## config.mk

```make
export PLATFORM = sky130hd
export DESIGN_NAME = debug_csr_top
export DESIGN_NICKNAME = d
export VERILOG_FILES = /design/src/hdl/debug_csr_pkg.sv /design/src/hdl/csr_bus_pkg.sv /design/src/hdl/debug_csr_top.sv /design/src/hdl/debug_csr_file.sv /design/src/hdl/csr_req_fifo.sv /design/src/hdl/csr_req_issuer.sv
export VERILOG_INCLUDE_DIRS = /design/src /design/src/hdl
export SDC_FILE = /design/constraint.sdc
export NUM_CORES = 1
export LEC_CHECK = 0
export ABC_CLOCK_PERIOD_IN_PS = 6420
export BUFFER_PORTS_ARGS = -buffer_cell sky130_fd_sc_hd__buf_2
export CORE_MARGIN = 2
export CORE_UTILIZATION = 57
export DETAILED_ROUTE_END_ITERATION = 8
export PLACE_DENSITY = 0.84
export SYNTH_ARGS = -nofsm -noshare
export SYNTH_HDL_FRONTEND = slang
export SYNTH_SLANG_ARGS = --single-unit
```

## constraint.sdc

```tcl
create_clock -name CLK -period 6.42 [get_ports CLK]
set_clock_uncertainty 0.1 [all_clocks]
set_input_delay 0.642 -clock CLK [delete_from_list [all_inputs] [get_ports CLK]]
set_output_delay 0.642 -clock CLK [all_outputs]
set_load 0.02 [all_outputs]
```

## src/hdl/debug_consts.svh

```systemverilog
`ifndef DEBUG_CONSTS_SVH
`define DEBUG_CONSTS_SVH

// csr data path width
`define DBG_XLEN 32

// request queue entries, also the issuer's starting credit count
`define DBG_FIFO_DEPTH 4

// credit and occupancy counters must hold the full depth
`define DBG_CREDIT_W 3

// debug spec version reported in dcsr.xdebugver
`define DBG_XDEBUGVER 4

`endif
```

## src/hdl/debug_csr_pkg.sv

```systemverilog
`include "debug_consts.svh"

package debug_csr_pkg;

    // privilege levels as reported by the trap handler
    typedef logic [1:0] priv_lvl_t;

    localparam priv_lvl_t PRV_U    = 2'b00;
    localparam priv_lvl_t PRV_S    = 2'b01;
    localparam priv_lvl_t PRV_RSVD = 2'b10;
    localparam priv_lvl_t PRV_M    = 2'b11;

    // dcsr layout, msb first
    typedef struct packed {
        logic [3:0]  xdebugver;
        logic [11:0] zero2;
        logic        ebreakm;
        logic        zero1;
        logic        ebreaks;
        logic        ebreaku;
        logic        stepie;
        logic        stopcount;
        logic        stoptime;
        logic [2:0]  cause;
        logic        zero0;
        logic        mprven;
        logic        nmip;
        logic        step;
        priv_lvl_t   prv;
    } dcsr_fields_t;

    // raw view for the bus, field view for warl and cause updates
    typedef union packed {
        dcsr_fields_t           fields;
        logic [`DBG_XLEN-1:0]   raw;
    } dcsr_word_u;

    typedef enum logic [2:0] {
        CAUSE_NONE    = 3'd0,
        CAUSE_EBREAK  = 3'd1,
        CAUSE_HALTREQ = 3'd3,
        CAUSE_STEP    = 3'd4
    } dbg_cause_e;

    // mcause exception / interrupt code
    typedef logic [3:0] trap_code_t;

    localparam trap_code_t BREAKPOINT  = 4'd3;
    localparam trap_code_t DEBUG_INT_M = 4'd14;

    localparam logic [11:0] CSR_DCSR      = 12'h7b0;
    localparam logic [11:0] CSR_DPC       = 12'h7b1;
    localparam logic [11:0] CSR_DSCRATCH0 = 12'h7b2;
    localparam logic [11:0] CSR_DSCRATCH1 = 12'h7b3;

endpackage

```

## src/hdl/csr_bus_pkg.sv

```systemverilog
`include "debug_consts.svh"

package csr_bus_pkg;

    // one csr access from the external master
    typedef struct packed {
        logic                   wr;
        logic [11:0]            addr;
        logic [`DBG_XLEN-1:0]   wdata;
    } csr_req_t;

    // rdata carries the old register value on a write
    typedef struct packed {
        logic                   err;
        logic [`DBG_XLEN-1:0]   rdata;
    } csr_rsp_t;

    // debug entry notice from the trap handler
    typedef struct packed {
        logic                       irq;
        debug_csr_pkg::trap_code_t  code;
        logic [`DBG_XLEN-1:0]       pc;
        debug_csr_pkg::priv_lvl_t   prv;
    } dbg_entry_t;

endpackage

```

## src/hdl/debug_csr_top.sv

```systemverilog
`timescale 1ns/1ps

module debug_csr_top (
    input  logic                        CLK,
    input  logic                        nRST,
    input  logic                        req_valid,
    input  csr_bus_pkg::csr_req_t       req,
    output logic                        req_ready,
    output logic                        rsp_valid,
    output csr_bus_pkg::csr_rsp_t       rsp,
    input  logic                        rsp_ready,
    input  logic                        dbg_entry_valid,
    input  csr_bus_pkg::dbg_entry_t     dbg_entry,
    output logic [31:0]                 current_dpc
);

    // issuer to fifo
    logic                   push;
    csr_bus_pkg::csr_req_t  push_data;
    logic                   credit_return;

    // fifo to csr file
    logic                   not_empty;
    csr_bus_pkg::csr_req_t  head;
    logic                   pop;

    csr_req_issuer u_issuer (
        .CLK           (CLK),
        .nRST          (nRST),
        .req_valid     (req_valid),
        .req           (req),
        .req_ready     (req_ready),
        .push          (push),
        .push_data     (push_data),
        .credit_return (credit_return)
    );

    csr_req_fifo u_fifo (
        .CLK           (CLK),
        .nRST          (nRST),
        .push          (push),
        .push_data     (push_data),
        .pop           (pop),
        .not_empty     (not_empty),
        .head          (head),
        .credit_return (credit_return)
    );

    debug_csr_file u_csr_file (
        .CLK             (CLK),
        .nRST            (nRST),
        .not_empty       (not_empty),
        .head            (head),
        .pop             (pop),
        .rsp_valid       (rsp_valid),
        .rsp             (rsp),
        .rsp_ready       (rsp_ready),
        .dbg_entry_valid (dbg_entry_valid),
        .dbg_entry       (dbg_entry),
        .current_dpc     (current_dpc)
    );

endmodule

```

## src/hdl/debug_csr_file.sv

```systemverilog
`timescale 1ns/1ps

`include "debug_consts.svh"

module debug_csr_file (
    input  logic                        CLK,
    input  logic                        nRST,
    input  logic                        not_empty,
    input  csr_bus_pkg::csr_req_t       head,
    output logic                        pop,
    output logic                        rsp_valid,
    output csr_bus_pkg::csr_rsp_t       rsp,
    input  logic                        rsp_ready,
    input  logic                        dbg_entry_valid,
    input  csr_bus_pkg::dbg_entry_t     dbg_entry,
    output logic [`DBG_XLEN-1:0]        current_dpc
);

    // xdebugver fixed, prv starts in machine mode
    localparam logic [`DBG_XLEN-1:0] DCSR_RESET =
        {4'(`DBG_XDEBUGVER), 26'b0, debug_csr_pkg::PRV_M};

    debug_csr_pkg::dcsr_word_u  dcsr_q;
    debug_csr_pkg::dcsr_word_u  dcsr_d;
    debug_csr_pkg::dcsr_word_u  wr_dcsr;
    logic [`DBG_XLEN-1:0]       dpc_q;
    logic [`DBG_XLEN-1:0]       dpc_d;
    logic [`DBG_XLEN-1:0]       dscratch0_q;
    logic [`DBG_XLEN-1:0]       dscratch0_d;
    logic [`DBG_XLEN-1:0]       dscratch1_q;
    logic [`DBG_XLEN-1:0]       dscratch1_d;
    logic [`DBG_XLEN-1:0]       rd_data;
    logic                       addr_err;
    debug_csr_pkg::dbg_cause_e  entry_cause;
    csr_bus_pkg::csr_rsp_t      rsp_q;

    // a free or draining response slot lets the next request through
    assign pop = not_empty && (!rsp_valid || rsp_ready);

    assign rsp         = rsp_q;
    assign current_dpc = dpc_q;
    assign wr_dcsr.raw = head.wdata;

    // read mux, old value on writes as well
    always_comb begin
        rd_data  = '0;
        addr_err = 1'b0;
        case (head.addr)
            debug_csr_pkg::CSR_DCSR:      rd_data = dcsr_q.raw;
            debug_csr_pkg::CSR_DPC:       rd_data = dpc_q;
            debug_csr_pkg::CSR_DSCRATCH0: rd_data = dscratch0_q;
            debug_csr_pkg::CSR_DSCRATCH1: rd_data = dscratch1_q;
            default:                      addr_err = 1'b1;
        endcase
    end

    // trap kind to dcsr.cause
    always_comb begin
        entry_cause = debug_csr_pkg::CAUSE_NONE;
        if (dbg_entry.irq && dbg_entry.code == debug_csr_pkg::DEBUG_INT_M) begin
            entry_cause = debug_csr_pkg::CAUSE_HALTREQ;
        end else if (!dbg_entry.irq && dbg_entry.code == debug_csr_pkg::BREAKPOINT) begin
            entry_cause = debug_csr_pkg::CAUSE_EBREAK;
        end
    end

    always_comb begin
        dcsr_d      = dcsr_q;
        dpc_d       = dpc_q;
        dscratch0_d = dscratch0_q;
        dscratch1_d = dscratch1_q;

        if (pop && head.wr) begin
            case (head.addr)
                debug_csr_pkg::CSR_DCSR: begin
                    // warl, only these fields take the written value
                    dcsr_d.fields.ebreakm = wr_dcsr.fields.ebreakm;
                    dcsr_d.fields.ebreaks = wr_dcsr.fields.ebreaks;
                    dcsr_d.fields.ebreaku = wr_dcsr.fields.ebreaku;
                    dcsr_d.fields.step    = wr_dcsr.fields.step;
                    if (wr_dcsr.fields.prv != debug_csr_pkg::PRV_RSVD) begin
                        dcsr_d.fields.prv = wr_dcsr.fields.prv;
                    end
                end
                debug_csr_pkg::CSR_DPC:       dpc_d       = head.wdata;
                debug_csr_pkg::CSR_DSCRATCH0: dscratch0_d = head.wdata;
                debug_csr_pkg::CSR_DSCRATCH1: dscratch1_d = head.wdata;
                default: ;
            endcase
        end

        // debug entry overrides a same-cycle csr write
        if (dbg_entry_valid) begin
            dpc_d             = dbg_entry.pc;
            dcsr_d.fields.prv = dbg_entry.prv;
            if (entry_cause != debug_csr_pkg::CAUSE_NONE) begin
                dcsr_d.fields.cause = entry_cause;
            end
        end
    end

    always_ff @(posedge CLK, negedge nRST) begin
        if (!nRST) begin
            dcsr_q.raw  <= DCSR_RESET;
            dpc_q       <= '0;
            dscratch0_q <= '0;
            dscratch1_q <= '0;
            rsp_valid   <= 1'b0;
        end else begin
            dcsr_q      <= dcsr_d;
            dpc_q       <= dpc_d;
            dscratch0_q <= dscratch0_d;
            dscratch1_q <= dscratch1_d;
            if (pop) begin
                rsp_valid <= 1'b1;
            end else if (rsp_ready) begin
                rsp_valid <= 1'b0;
            end
        end
    end

    // response payload
    always_ff @(posedge CLK) begin
        if (pop) begin
            rsp_q.err   <= addr_err;
            rsp_q.rdata <= rd_data;
        end
    end

    a_rsp_stable: assert property (
        @(posedge CLK) disable iff (!nRST)
        (rsp_valid && !rsp_ready) |=> (rsp_valid && $stable(rsp))
    ) else $error("response changed while stalled");

endmodule

```

## src/hdl/csr_req_fifo.sv

```systemverilog
`timescale 1ns/1ps

`include "debug_consts.svh"

module csr_req_fifo (
    input  logic                    CLK,
    input  logic                    nRST,
    input  logic                    push,
    input  csr_bus_pkg::csr_req_t   push_data,
    input  logic                    pop,
    output logic                    not_empty,
    output csr_bus_pkg::csr_req_t   head,
    output logic                    credit_return
);

    localparam int AW = $clog2(`DBG_FIFO_DEPTH);
    localparam logic [AW-1:0] PTR_LAST = AW'(`DBG_FIFO_DEPTH - 1);
    localparam logic [`DBG_CREDIT_W-1:0] COUNT_FULL = `DBG_CREDIT_W'(`DBG_FIFO_DEPTH);

    csr_bus_pkg::csr_req_t      mem [`DBG_FIFO_DEPTH];
    logic [AW-1:0]              wr_ptr;
    logic [AW-1:0]              rd_ptr;
    logic [`DBG_CREDIT_W-1:0]   count;

    assign not_empty     = (count != '0);
    assign head          = mem[rd_ptr];
    // each freed slot goes straight back to the issuer
    assign credit_return = pop;

    always_ff @(posedge CLK, negedge nRST) begin
        if (!nRST) begin
            wr_ptr <= '0;
            rd_ptr <= '0;
            count  <= '0;
        end else begin
            if (push) begin
                wr_ptr <= (wr_ptr == PTR_LAST) ? '0 : wr_ptr + 1'b1;
            end
            if (pop) begin
                rd_ptr <= (rd_ptr == PTR_LAST) ? '0 : rd_ptr + 1'b1;
            end
            case ({push, pop})
                2'b10: count <= count + 1'b1;
                2'b01: count <= count - 1'b1;
                default: count <= count;
            endcase
        end
    end

    // storage
    always_ff @(posedge CLK) begin
        if (push) begin
            mem[wr_ptr] <= push_data;
        end
    end

    // credit protocol upstream keeps the queue from overflowing
    a_no_overflow: assert property (
        @(posedge CLK) disable iff (!nRST)
        push |-> (count != COUNT_FULL)
    ) else $error("request fifo pushed while full");

    a_no_underflow: assert property (
        @(posedge CLK) disable iff (!nRST)
        pop |-> (count != '0)
    ) else $error("request fifo popped while empty");

endmodule

```

## src/hdl/csr_req_issuer.sv

```systemverilog
`timescale 1ns/1ps

`include "debug_consts.svh"

module csr_req_issuer (
    input  logic                    CLK,
    input  logic                    nRST,
    input  logic                    req_valid,
    input  csr_bus_pkg::csr_req_t   req,
    output logic                    req_ready,
    output logic                    push,
    output csr_bus_pkg::csr_req_t   push_data,
    input  logic                    credit_return
);

    localparam logic [`DBG_CREDIT_W-1:0] CREDITS_FULL = `DBG_CREDIT_W'(`DBG_FIFO_DEPTH);

    logic [`DBG_CREDIT_W-1:0]   credits;
    logic [`DBG_CREDIT_W-1:0]   credits_next;
    logic                       stage_valid;
    csr_bus_pkg::csr_req_t      stage_q;
    logic                       accept;

    // only take a request we are sure to push next cycle
    assign req_ready = (credits != '0) && !stage_valid;
    assign accept    = req_valid && req_ready;

    assign push      = stage_valid;
    assign push_data = stage_q;

    always_comb begin
        credits_next = credits;
        case ({push, credit_return})
            2'b10: credits_next = credits - 1'b1;
            2'b01: credits_next = credits + 1'b1;
            default: credits_next = credits;
        endcase
    end

    always_ff @(posedge CLK, negedge nRST) begin
        if (!nRST) begin
            credits     <= CREDITS_FULL;
            stage_valid <= 1'b0;
        end else begin
            credits     <= credits_next;
            // staged entry always leaves on the following cycle
            stage_valid <= accept;
        end
    end

    always_ff @(posedge CLK) begin
        if (accept) begin
            stage_q <= req;
        end
    end

    // returns only come back for entries that were pushed
    a_credit_bound: assert property (
        @(posedge CLK) disable iff (!nRST)
        credits <= CREDITS_FULL
    ) else $error("issuer credit count above fifo depth");

    a_push_has_credit: assert property (
        @(posedge CLK) disable iff (!nRST)
        push |-> (credits != '0)
    ) else $error("issuer pushed without a credit");

endmodule

```

==> results by group, run 1 <==
Setup path
  – Critical path arrival: 4.67 ns
  – Worst setup startpoint: u_fifo.rd_ptr[1]
  – CP endpoint: u_csr_file.dscratch1_q[13]
  – Flop2flop setup slack: 2.04 ns
  – Crit path kind: flip-flop to flip-flop
  – Required time of the critical path: 6.71 ns
  – Crit. End Element: flip-flop
  – Worst setup SP type: flip-flop
  – FF-to-FF Start: u_fifo.rd_ptr[1]
  – Worst R2R End: u_csr_file.dscratch1_q[13]
  – R2R depth: 6
  – Crit Path Max Fanout: 40

Timing
  – Setup violations, final: 0
  – Fin crit period: 4.382 ns
  – TNS Setup: 0 ns
  – Final period util: 0.6825
  – RSZ-0062 raised after global routing: no
  – Slew HR: 0.1754
  – Max frequency: 0.2282 GHz
  – Final Max Slew Viols: 0
  – Fin. Hold Viols: 0
  – Hold Slack: 0.06536 ns
  – Slew @ Worst Pin: 1.232 ns

Placement
  – HPWL after DPL: 18.10 mm
  – PortBufs: 155
  – Placement-stage cell area: 0.01560 mm2
  – Placer Congestion: 0.7825

Yosys
  – Post-synth EDFFs: 258
  – Cell Area, Synth: 0.01451 mm2
  – Synth cell types: 49
  – Most used DFF post-synth: edfxtp_1
  – Flops & latches, synth: 374
  – Syn Area/Cell: 17.07 um2
  – Mapped Nets: 947
  – Sequential share of the synthesized area: 0.7342
  – Yosys warns: 0
  – Mapped Cells: 850
  – Async S/R FF share, synth: 0.3102

Routing
  – Pre-antenna DRT Iters: 5
  – Total number of vias: 8,198
  – Post-DRT Antenna Nets: 0
  – Vias per cell: 5.993
  – Initial DRC Count: 947
  – Final wirelength: 31.10 mm
  – DRC viols: 0
  – Post-DR wirelength/cell: 22.73 um

CTS
  – TritonCTS clock tree: built
  – Clk sinks: 374
  – Hold-fix buffers at CTS: 0
  – Postcts setup bufs: 0
  – Clk_lat worst skew: 0.52 ns
  – CTS buffer count: 37
  – Root Buffer Master: clkbuf_16
  – CTS H-tree lvls: 2
  – Post_cts resized: 0
  – Clock-pin slew on the worst setup and hold paths: 0.07 ns
  – Clk buf depth: 3

GRT
  – Global-route wire length before repair: 48.00 mm
  – Initial antenna violation count: 0
  – Vias in the first global route: 8,432
  – Total track usage: 0.2405
  – Grt total ovfl: 0
  – Largest net degree at the start of global routing: 71

Cells and area
  – Layout fillers: 1,631
  – Most common cell after layout, fill and taps aside: edfxtp_1
  – Antenna fix cells: 0
  – Nets: 1,108
  – Commonest non-fill, non-tap cells in the layout: edfxtp_1, buf_2, dfrtp_1
  – Area growth, synth to finish: 15.72%
  – Fin area: 0.01679 mm2
  – Layout cell share with drive strength beyond 1: 0.3372

Job
  – Max cap viols: 0

Power
  – Pwr/cell area: 392.4 mW/mm2
  – Max VDD drop: 260.5 uV
  – Leak: 0.006638 uW

Die
  – Die height: 163.6 um
  – Row cnt: 58
  – Core ar.: 0.02511 mm2
  – Die width: 163.6 um
  – Num ports: 156
  – Die area: 0.02675 mm2
  – Initial core utilization: 0.5779

Worst hold path
  – Hold Crit Class: input port to asynchronous set/reset pin

Status
  – Status: finished, final reports clean
[critical path, cell delays in order (launching register included)]
cell and delay [ns]:
dfrtp_2 1.08, nand4_1 0.24, nor4b_2 0.36, a31oi_2 0.17, a21oi_4 0.92, nand2_2 0.81, mux2_1 0.57
[metal layers]
metal  share of wire  GRT usage  wire (um)
met5               0          0          0
met4           0.036     0.1005       1116
met3           0.081    0.04292       2505
met2            0.51     0.4026      15710
met1            0.38     0.3143      11760
[state kept, by name, indices dropped and copies added, names as in the netlist, 8 cells and up]
register / cells
u_csr_file.current_dpc: 32
u_fifo.mem: 180
u_csr_file.rsp: 33
u_csr_file.dcsr_q: 8
u_issuer.push_data: 45
u_csr_file.dscratch0_q: 32
u_csr_file.dscratch1_q: 32
[synthesized netlist by cell type, drive strengths merged (2+ instances only)]
cell | n | area [um2]
edfxtp | 258 | 7747
clkbuf | 26 | 97.59
a222oi | 8 | 80.08
mux2 | 70 | 900.9
nor2 | 16 | 60.06
ha | 6 | 75.07
mux4 | 36 | 810.8
and2 | 6 | 37.54
buf | 21 | 135.1
nor3 | 3 | 15.01
a211oi | 3 | 47.55
mux2i | 2 | 20.02
nand4b | 7 | 61.31
a21oi | 37 | 192.7
a31oi | 34 | 219.0
nand3 | 3 | 15.01
a21o | 2 | 15.01
xnor2 | 2 | 17.52
o21ai | 37 | 185.2
nand2 | 73 | 279.0
fa | 2 | 40.04
nor2b | 32 | 200.2
dfstp | 3 | 78.83
a22oi | 23 | 172.7
xor2 | 4 | 35.03
inv | 11 | 41.29
dfrtp | 113 | 2828
[report_power, final]
group          internal (uW)  switching, uW  total [uW]
logic                    452            737        1190
registers               3040            236        3280
clock network           1240            878        2120
total                   4740           1850        6590
[cell families (layout without fill, tap and decap cells)]
| family | after synthesis | after routing | synth area share |
|---|---|---|---|
| and+or+nand+nor | 146 | 146 | 0.04984 |
| muxes | 108 | 108 | 0.1193 |
| AOI/OAI and AO/OA | 150 | 150 | 0.06622 |
| xor gates and xnor gates | 6 | 6 | 0.003621 |
| DFF | 374 | 374 | 0.7342 |
| buffers and inverters | 58 | 246 | 0.01888 |
| adders and majority gates | 8 | 8 | 0.007932 |
[through the flow]
| stage | total power, uW | utilization | std cells | setup WS (ns) |
|---|---|---|---|---|
| after floorplan | 4083 | - | 850 | 2.388 |
| after global placement | 4457 | 0.6214 | 1302 | 2.247 |
| after detailed placement | 4513 | 0.6214 | 1302 | 2.074 |
| after CTS | 6625 | 0.6688 | 1368 | 2.011 |
| after global routing | 6863 | 0.6688 | 1368 | 1.727 |
| final | 6589 | 0.6688 | 1368 | 2.038 |
[worst min path at each step]
stage,endpoint,cells after the start
after floorplan,u_csr_file.current_dpc[0],0
after global placement,u_fifo.count[2],1
after detailed placement,u_fifo.count[2],1
after CTS,u_csr_file.dscratch1_q[28],1
after global routing,u_csr_file.dscratch1_q[25],1
final,u_csr_file.current_dpc[29],1
[area by class of cell]
type,count,area [um2],area share
Clock buffer,47,973.4,0.05797
Clock inverter,19,215.2,0.01282
Inverter,11,41.29,0.002459
Multi-Input combinational cell,418,3610,0.2150
Sequential cell,374,10660,0.6346
Tap cell,330,412.9,0.02459
Timing Repair Buffer,169,883.3,0.05260
No activity file was read; power rests on OpenSTA's default activity.
==> run 2, diff against run 1 <==
ABC_CLOCK_PERIOD_IN_PS = 4000   (was 6420)
CORE_UTILIZATION = 53   (was 57)
PLACE_DENSITY = 0.82   (was 0.84)
clock period = 4 ns   (was 6.42 ns; I/O delays follow)
==> results by group, run 2 (same netlist as run 1, synthesis figures left out) <==
GRT
  – Vias in the first global route: 8,421 (was 8,432)
  – Initial antenna violation count: 0 (unchanged)
  – Grt total ovfl: 0 (unchanged)
  – Global-route wire length before repair: 47.60 mm (was 48.00 mm)
  – Largest net degree at the start of global routing: 67 (was 71)
  – Total track usage: 0.2196 (was 0.2405)

Die
  – Row cnt: 60 (was 58)
  – Die width: 169.5 um (was 163.6 um)
  – Num ports: 156 (unchanged)
  – Die area: 0.02872 mm2 (was 0.02675 mm2)
  – Core ar.: 0.02695 mm2 (was 0.02511 mm2)
  – Initial core utilization: 0.5384 (was 0.5779)
  – Die height: 169.5 um (was 163.6 um)

Worst hold path
  – HP Start: dbg_entry[1]
  – Hold depth: 3
  – Hold Crit Class: input port to flip-flop (was input port to asynchronous set/reset pin)
  – Min-Delay Endpoint: u_csr_file.dcsr_q[1]

CTS
  – CTS H-tree lvls: 2 (unchanged)
  – Root Buffer Master: clkbuf_16 (unchanged)
  – Postcts setup bufs: 0 (unchanged)
  – Clk buf depth: 3 (unchanged)
  – TritonCTS clock tree: built (unchanged)
  – Clock-pin slew on the worst setup and hold paths: 0.06 ns (was 0.07 ns)
  – Clk_lat worst skew: 0.52 ns (about the same)
  – Hold-fix buffers at CTS: 46 (was 0)
  – Clk sinks: 374 (unchanged)
  – CTS buffer count: 37 (unchanged)
  – Post_cts resized: 0 (unchanged)

Cells and area
  – Commonest non-fill, non-tap cells in the layout: edfxtp_1, buf_2, dfrtp_1 (unchanged)
  – Area growth, synth to finish: 18.71% (was 15.72%)
  – Layout cell share with drive strength beyond 1: 0.3159 (was 0.3372)
  – Layout fillers: 1,835 (was 1,631)
  – Most common cell after layout, fill and taps aside: edfxtp_1 (unchanged)
  – Max FFs per register: 180 (unchanged)
  – Final cell count without fillers: 1,430 (was 1,368)
  – Nets: 1,158 (was 1,108)
  – Antenna fix cells: 0 (unchanged)
  – Largest reg by FF count: u_fifo.mem (unchanged)

Routing
  – Pre-antenna DRT Iters: 5 (unchanged)
  – Vias per cell: 5.741 (was 5.993)
  – Top layer in use: met4 (unchanged)
  – Post-DR wirelength/cell: 21.56 um (was 22.73 um)
  – WL met1: 12.64 mm (was 11.76 mm)
  – Post-DRT Antenna Nets: 0 (unchanged)
  – DR WL met2: 15.09 mm (was 15.71 mm)
  – Total number of vias: 8,210 (was 8,198)
  – Initial DRC Count: 848 (was 947)
  – DRC viols: 0 (unchanged)
  – Final wirelength: 30.84 mm (was 31.10 mm)
  – Met3 WL: 1.942 mm (was 2.505 mm)

Power
  – Pwr/cell area: 602.2 mW/mm2 (was 392.4 mW/mm2)
  – Sw Share: 0.2829 (was 0.2809)
  – Leak: 0.006812 uW (was 0.006638 uW)
  – Cell internal pwr: 7439 uW (was 4738 uW)
  – Tot Pwr: 10,370 uW (was 6589 uW)
  – Psw: 2934 uW (was 1851 uW)
  – Clock share of power: 0.304 (was 0.322)
  – Gate power share: 0.197 (was 0.181)
  – Max VDD drop: 267.2 uV (was 260.5 uV)
  – Seq pwr share: 0.499 (was 0.497)

Placement
  – PortBufs: 155 (unchanged)
  – HPWL after DPL: 19.18 mm (was 18.10 mm)
  – Placed Cells: 1,316 (was 1,302)
  – Placer Congestion: 0.8111 (was 0.7825)

Setup path
  – Crit Path Max Fanout: 32 (was 40)
  – Required time of the critical path: 4.29 ns (was 6.71 ns)
  – Worst R2R End: u_csr_file.dscratch1_q[13] (unchanged)
  – Worst setup SP type: flip-flop (unchanged)
  – Crit path kind: flip-flop to flip-flop (unchanged)
  – Critical path arrival: 3.41 ns (was 4.67 ns)
  – Crit. End Element: flip-flop (unchanged)
  – R2R depth: 7 (was 6)
  – FF-to-FF Start: u_fifo.rd_ptr[0] (was u_fifo.rd_ptr[1])
  – Flop2flop setup slack: 0.88 ns (was 2.04 ns)

Timing
  – Slew HR: 0.2407 (was 0.1754)
  – Final Max Slew Viols: 0 (unchanged)
  – Max frequency: 0.3210 GHz (was 0.2282 GHz)
  – TNS Setup: 0 ns (unchanged)
  – Final period util: 0.7788 (was 0.6825)
  – Fin crit period: 3.115 ns (was 4.382 ns)
  – Slew @ Worst Pin: 1.139 ns (was 1.232 ns)
  – Fin. Hold Viols: 0 (unchanged)
  – Setup violations, final: 0 (unchanged)
  – RSZ-0062 raised after global routing: no (unchanged)

Status
  – Status: finished, final reports clean (unchanged)

Job
  – Max cap viols: 0 (unchanged)
-- run 2: worst max-delay path by stage --
stage | cells after the start | slack [ns] | to | startpoint
6_report | 7 | 0.88 | u_csr_file.dscratch1_q[13] | u_fifo.rd_ptr[0]
5_1_grt | 6 | 0.57 | u_csr_file.current_dpc[0] | u_fifo.rd_ptr[1]
4_1_cts | 7 | 0.87 | u_csr_file.dscratch1_q[13] | u_fifo.rd_ptr[0]
3_5_place_dp | 5 | 0.91 | u_csr_file.dscratch0_q[29] | u_fifo.rd_ptr[0]
3_3_place_gp | 6 | 0.94 | u_csr_file.dscratch1_q[13] | u_fifo.rd_ptr[0]
2_1_floorplan | 7 | 0.19 | u_issuer.credits[2] | u_csr_file.rsp_valid
-- run 2: layout make-up --
class / instances / area (um2) / area share
Sequential cell: 374 / 10660 / 0.6186
Multi-Input combinational cell: 418 / 3610 / 0.2095
Timing Repair Buffer: 219 / 1389 / 0.08062
Clock buffer: 51 / 1031 / 0.05985
Tap cell: 341 / 426.7 / 0.02477
Clock inverter: 16 / 72.57 / 0.004213
Inverter: 11 / 41.29 / 0.002397
-- run 2: power groups by stage --
stage / clock, uW / sequential [uW] / combinational [uW]
global placement: 0 / 5220 / 1950
CTS: 3210 / 5180 / 2060
floorplan: 0 / 5270 / 1280
finish: 3160 / 5180 / 2040
detailed placement: 0 / 5250 / 2010
global route: 3370 / 5240 / 2200
-- run 2: metrics by stage --
| stage | setup WS [ns] | util | instance area [um2] | hold WS [ns] |
|---|---|---|---|---|
| after floorplan | 0.1894 | - | 14510 | 0.004409 |
| after global placement | 0.9352 | 0.5808 | 15650 | 0.3641 |
| after detailed placement | 0.9071 | 0.5808 | 15650 | 0.3675 |
| after CTS | 0.8735 | 0.6388 | 17220 | 0.004436 |
| after global routing | 0.5719 | 0.6392 | 17230 | 0.03082 |
| final | 0.8847 | 0.6392 | 17230 | 0.02379 |
-- run 2: critical path, cell delays in order, from the launching register on --
cell and delay (ns):
dfrtp_2 0.57, nand4_1 0.16, nor4b_2 0.29, a31oi_2 0.17, a21oi_4 0.93, nand2_2 0.05
buf_4 0.31, mux2_1 0.38
-- run 2: metal layers --
| layer | vias to the layer above | GRT usage |
|---|---|---|
| li1 | 3669 | - |
| met1 | 4135 | 0.2939 |
| met2 | 335 | 0.3587 |
| met3 | 71 | 0.04081 |
| met4 | 0 | 0.09216 |
| met5 | - | 0 |
==> run 3, diff against run 2 <==
ABC_CLOCK_PERIOD_IN_PS = 3000   (was 4000)
CORE_UTILIZATION = 57   (was 53)
PLACE_DENSITY = 0.84   (was 0.82)
clock period = 3 ns   (was 4 ns; I/O delays follow)
==> results by group, run 3 (same netlist as run 1, synthesis figures left out) <==
Status
  – Status: finished, violations left (was finished, final reports clean)
  – Failing checks: hold timing

GRT
  – Grt total ovfl: 0 (unchanged)
  – Total track usage: 0.2568 (was 0.2196)
  – Largest net degree at the start of global routing: 64 (was 67)
  – Vias in the first global route: 9,077 (was 8,421)
  – Global-route wire length before repair: 51.15 mm (was 47.60 mm)
  – Initial antenna violation count: 0 (unchanged)

Die
  – Initial core utilization: 0.5779 (was 0.5384)
  – Row cnt: 58 (was 60)
  – Die width: 163.6 um (was 169.5 um)
  – Die area: 0.02675 mm2 (was 0.02872 mm2)
  – Num ports: 156 (unchanged)
  – Die height: 163.6 um (was 169.5 um)
  – Core ar.: 0.02511 mm2 (was 0.02695 mm2)

Timing
  – RSZ-0062 raised after global routing: no (unchanged)
  – Fin. Hold Viols: 1 (was 0)
  – Slew HR: 0.5729 (was 0.2407)
  – Post-route worst setup slack: 0.2431 ns (was 0.8847 ns)
  – Fin crit period: 2.757 ns (was 3.115 ns)
  – Setup violations, final: 0 (unchanged)
  – Final period util: 0.9190 (was 0.7788)
  – Slew @ Worst Pin: 0.6406 ns (was 1.139 ns)
  – Max frequency: 0.3627 GHz (was 0.3210 GHz)
  – Final Max Slew Viols: 0 (unchanged)
  – Hold Slack: -0.0008029 ns (was 0.02379 ns)
  – TNS Setup: 0 ns (unchanged)

Routing
  – Vias per cell: 5.956 (was 5.741)
  – Initial DRC Count: 942 (was 848)
  – Total number of vias: 8,696 (was 8,210)
  – Final wirelength: 33.49 mm (was 30.84 mm)
  – Pre-antenna DRT Iters: 6 (was 5)
  – DRC viols: 0 (unchanged)
  – Post-DRT Antenna Nets: 0 (unchanged)
  – Post-DR wirelength/cell: 22.94 um (was 21.56 um)

CTS
  – CTS H-tree lvls: 2 (unchanged)
  – TritonCTS clock tree: built (unchanged)
  – Root Buffer Master: clkbuf_16 (unchanged)
  – CTS buffer count: 37 (unchanged)
  – Clock-pin slew on the worst setup and hold paths: 0.06 ns (about the same)
  – Clk_lat worst skew: 0.52 ns (about the same)
  – Clk buf depth: 3 (unchanged)
  – Postcts setup bufs: 0 (unchanged)
  – Clk sinks: 374 (unchanged)

Setup path
  – Required time of the critical path: 3.29 ns (was 4.29 ns)
  – Worst setup SP type: flip-flop (unchanged)
  – Crit Path Max Fanout: 32 (unchanged)
  – Crit. End Element: flip-flop (unchanged)
  – Critical path arrival: 3.05 ns (was 3.41 ns)
  – Crit path kind: flip-flop to flip-flop (unchanged)

Power
  – Max VDD drop: 578.5 uV (was 267.2 uV)
  – Pwr/cell area: 821.9 mW/mm2 (was 602.2 mW/mm2)
  – Leak: 0.007133 uW (was 0.006812 uW)

Cells and area
  – Most common cell after layout, fill and taps aside: edfxtp_1 (unchanged)
  – Largest reg by FF count: u_fifo.mem (unchanged)
  – Max FFs per register: 180 (unchanged)
  – Antenna fix cells: 0 (unchanged)
  – Final cell count without fillers: 1,460 (was 1,430)
  – Commonest non-fill, non-tap cells in the layout: edfxtp_1, buf_2, dfrtp_1 (unchanged)
  – Area growth, synth to finish: 23.40% (was 18.71%)
  – Layout cell share with drive strength beyond 1: 0.3274 (was 0.3159)
  – Nets: 1,198 (was 1,158)
  – Fin area: 0.01791 mm2 (was 0.01723 mm2)

Worst hold path
  – Hold Crit Class: input port to flip-flop (unchanged)

Placement
  – Placer Congestion: 0.8379 (was 0.8111)
  – PortBufs: 155 (unchanged)
  – Placed Cells: 1,314 (was 1,316)
  – Placement-stage cell area: 0.01581 mm2 (was 0.01565 mm2)
  – HPWL after DPL: 19.72 mm (was 19.18 mm)
  – Place WS: 0.3935 ns (was 0.9071 ns)

Job
  – Max cap viols: 0 (unchanged)
run 3: cell type report:
cell class                 count  area, um2
tap                          330      412.9
fill                        1470       7202
clock inverter                12      147.6
timing repair buffer         259       1867
clock buffer                  56       1172
inverter                      11      41.29
multi-input combinational    418       3610
sequential                   374      10660
run 3: layer usage:
metal / global-route usage / share of wire / vias up
met5: 0 / 0 / -
met4: 0.1112 / 0.038 / 0
met3: 0.05003 / 0.088 / 98
met2: 0.4290 / 0.50 / 502
met1: 0.3321 / 0.37 / 4342
li1: - / - / 3754
run 3: per-stage QoR:
step / util / power [uW]
finish: 0.7132 / 14720
global route: 0.7132 / 15260
CTS: 0.7132 / 14730
detailed placement: 0.6295 / 9813
global placement: 0.6295 / 9691
floorplan: - / 8739
run 3: worst max-delay path: stages (launching register included):
cell and delay [ns]:
dfrtp_2 0.55, inv_2 0.08, nor4_1 0.45, a21oi_2 0.19, a211oi_4 0.27, buf_4 0.33
nand2_2 0.11, buf_12 0.22, mux2_4 0.32
run 3: path summary, 6_finish.rpt:
path / from / end / slack [ns] / cells past startpoint
max: u_fifo.rd_ptr[1] / u_csr_file.dscratch0_q[25] / 0.24 / 8
min: dbg_entry[28] / u_csr_file.current_dpc[26] / -0.0008 / 3
max reg2reg: u_fifo.rd_ptr[1] / u_csr_file.dscratch0_q[25] / 0.24 / 8
min reg2reg: u_fifo.count[2] / u_fifo.count[2] / 0.37 / 1
max in group asynchronous: nRST / u_csr_file.dscratch0_q[11] / 1.77 / 3
min in group asynchronous: nRST / u_csr_file.dscratch0_q[16] / 0.20 / 2
run 3: repair_timing:
action,in CTS,in global routing
hold buffers,78,0
gates resized for setup,0,0
hold endpoints to repair,107,0
run 3: report_power, final:
part / leakage (uW) / internal, uW / total (uW) / switching [uW]
Sequential: 0.00389 / 6510 / 6920 / 418
Clock: 0.000648 / 2970 / 4870 / 1900
Combinational: 0.00260 / 1120 / 2920 / 1800
Total: 0.00713 / 10600 / 14700 / 4120
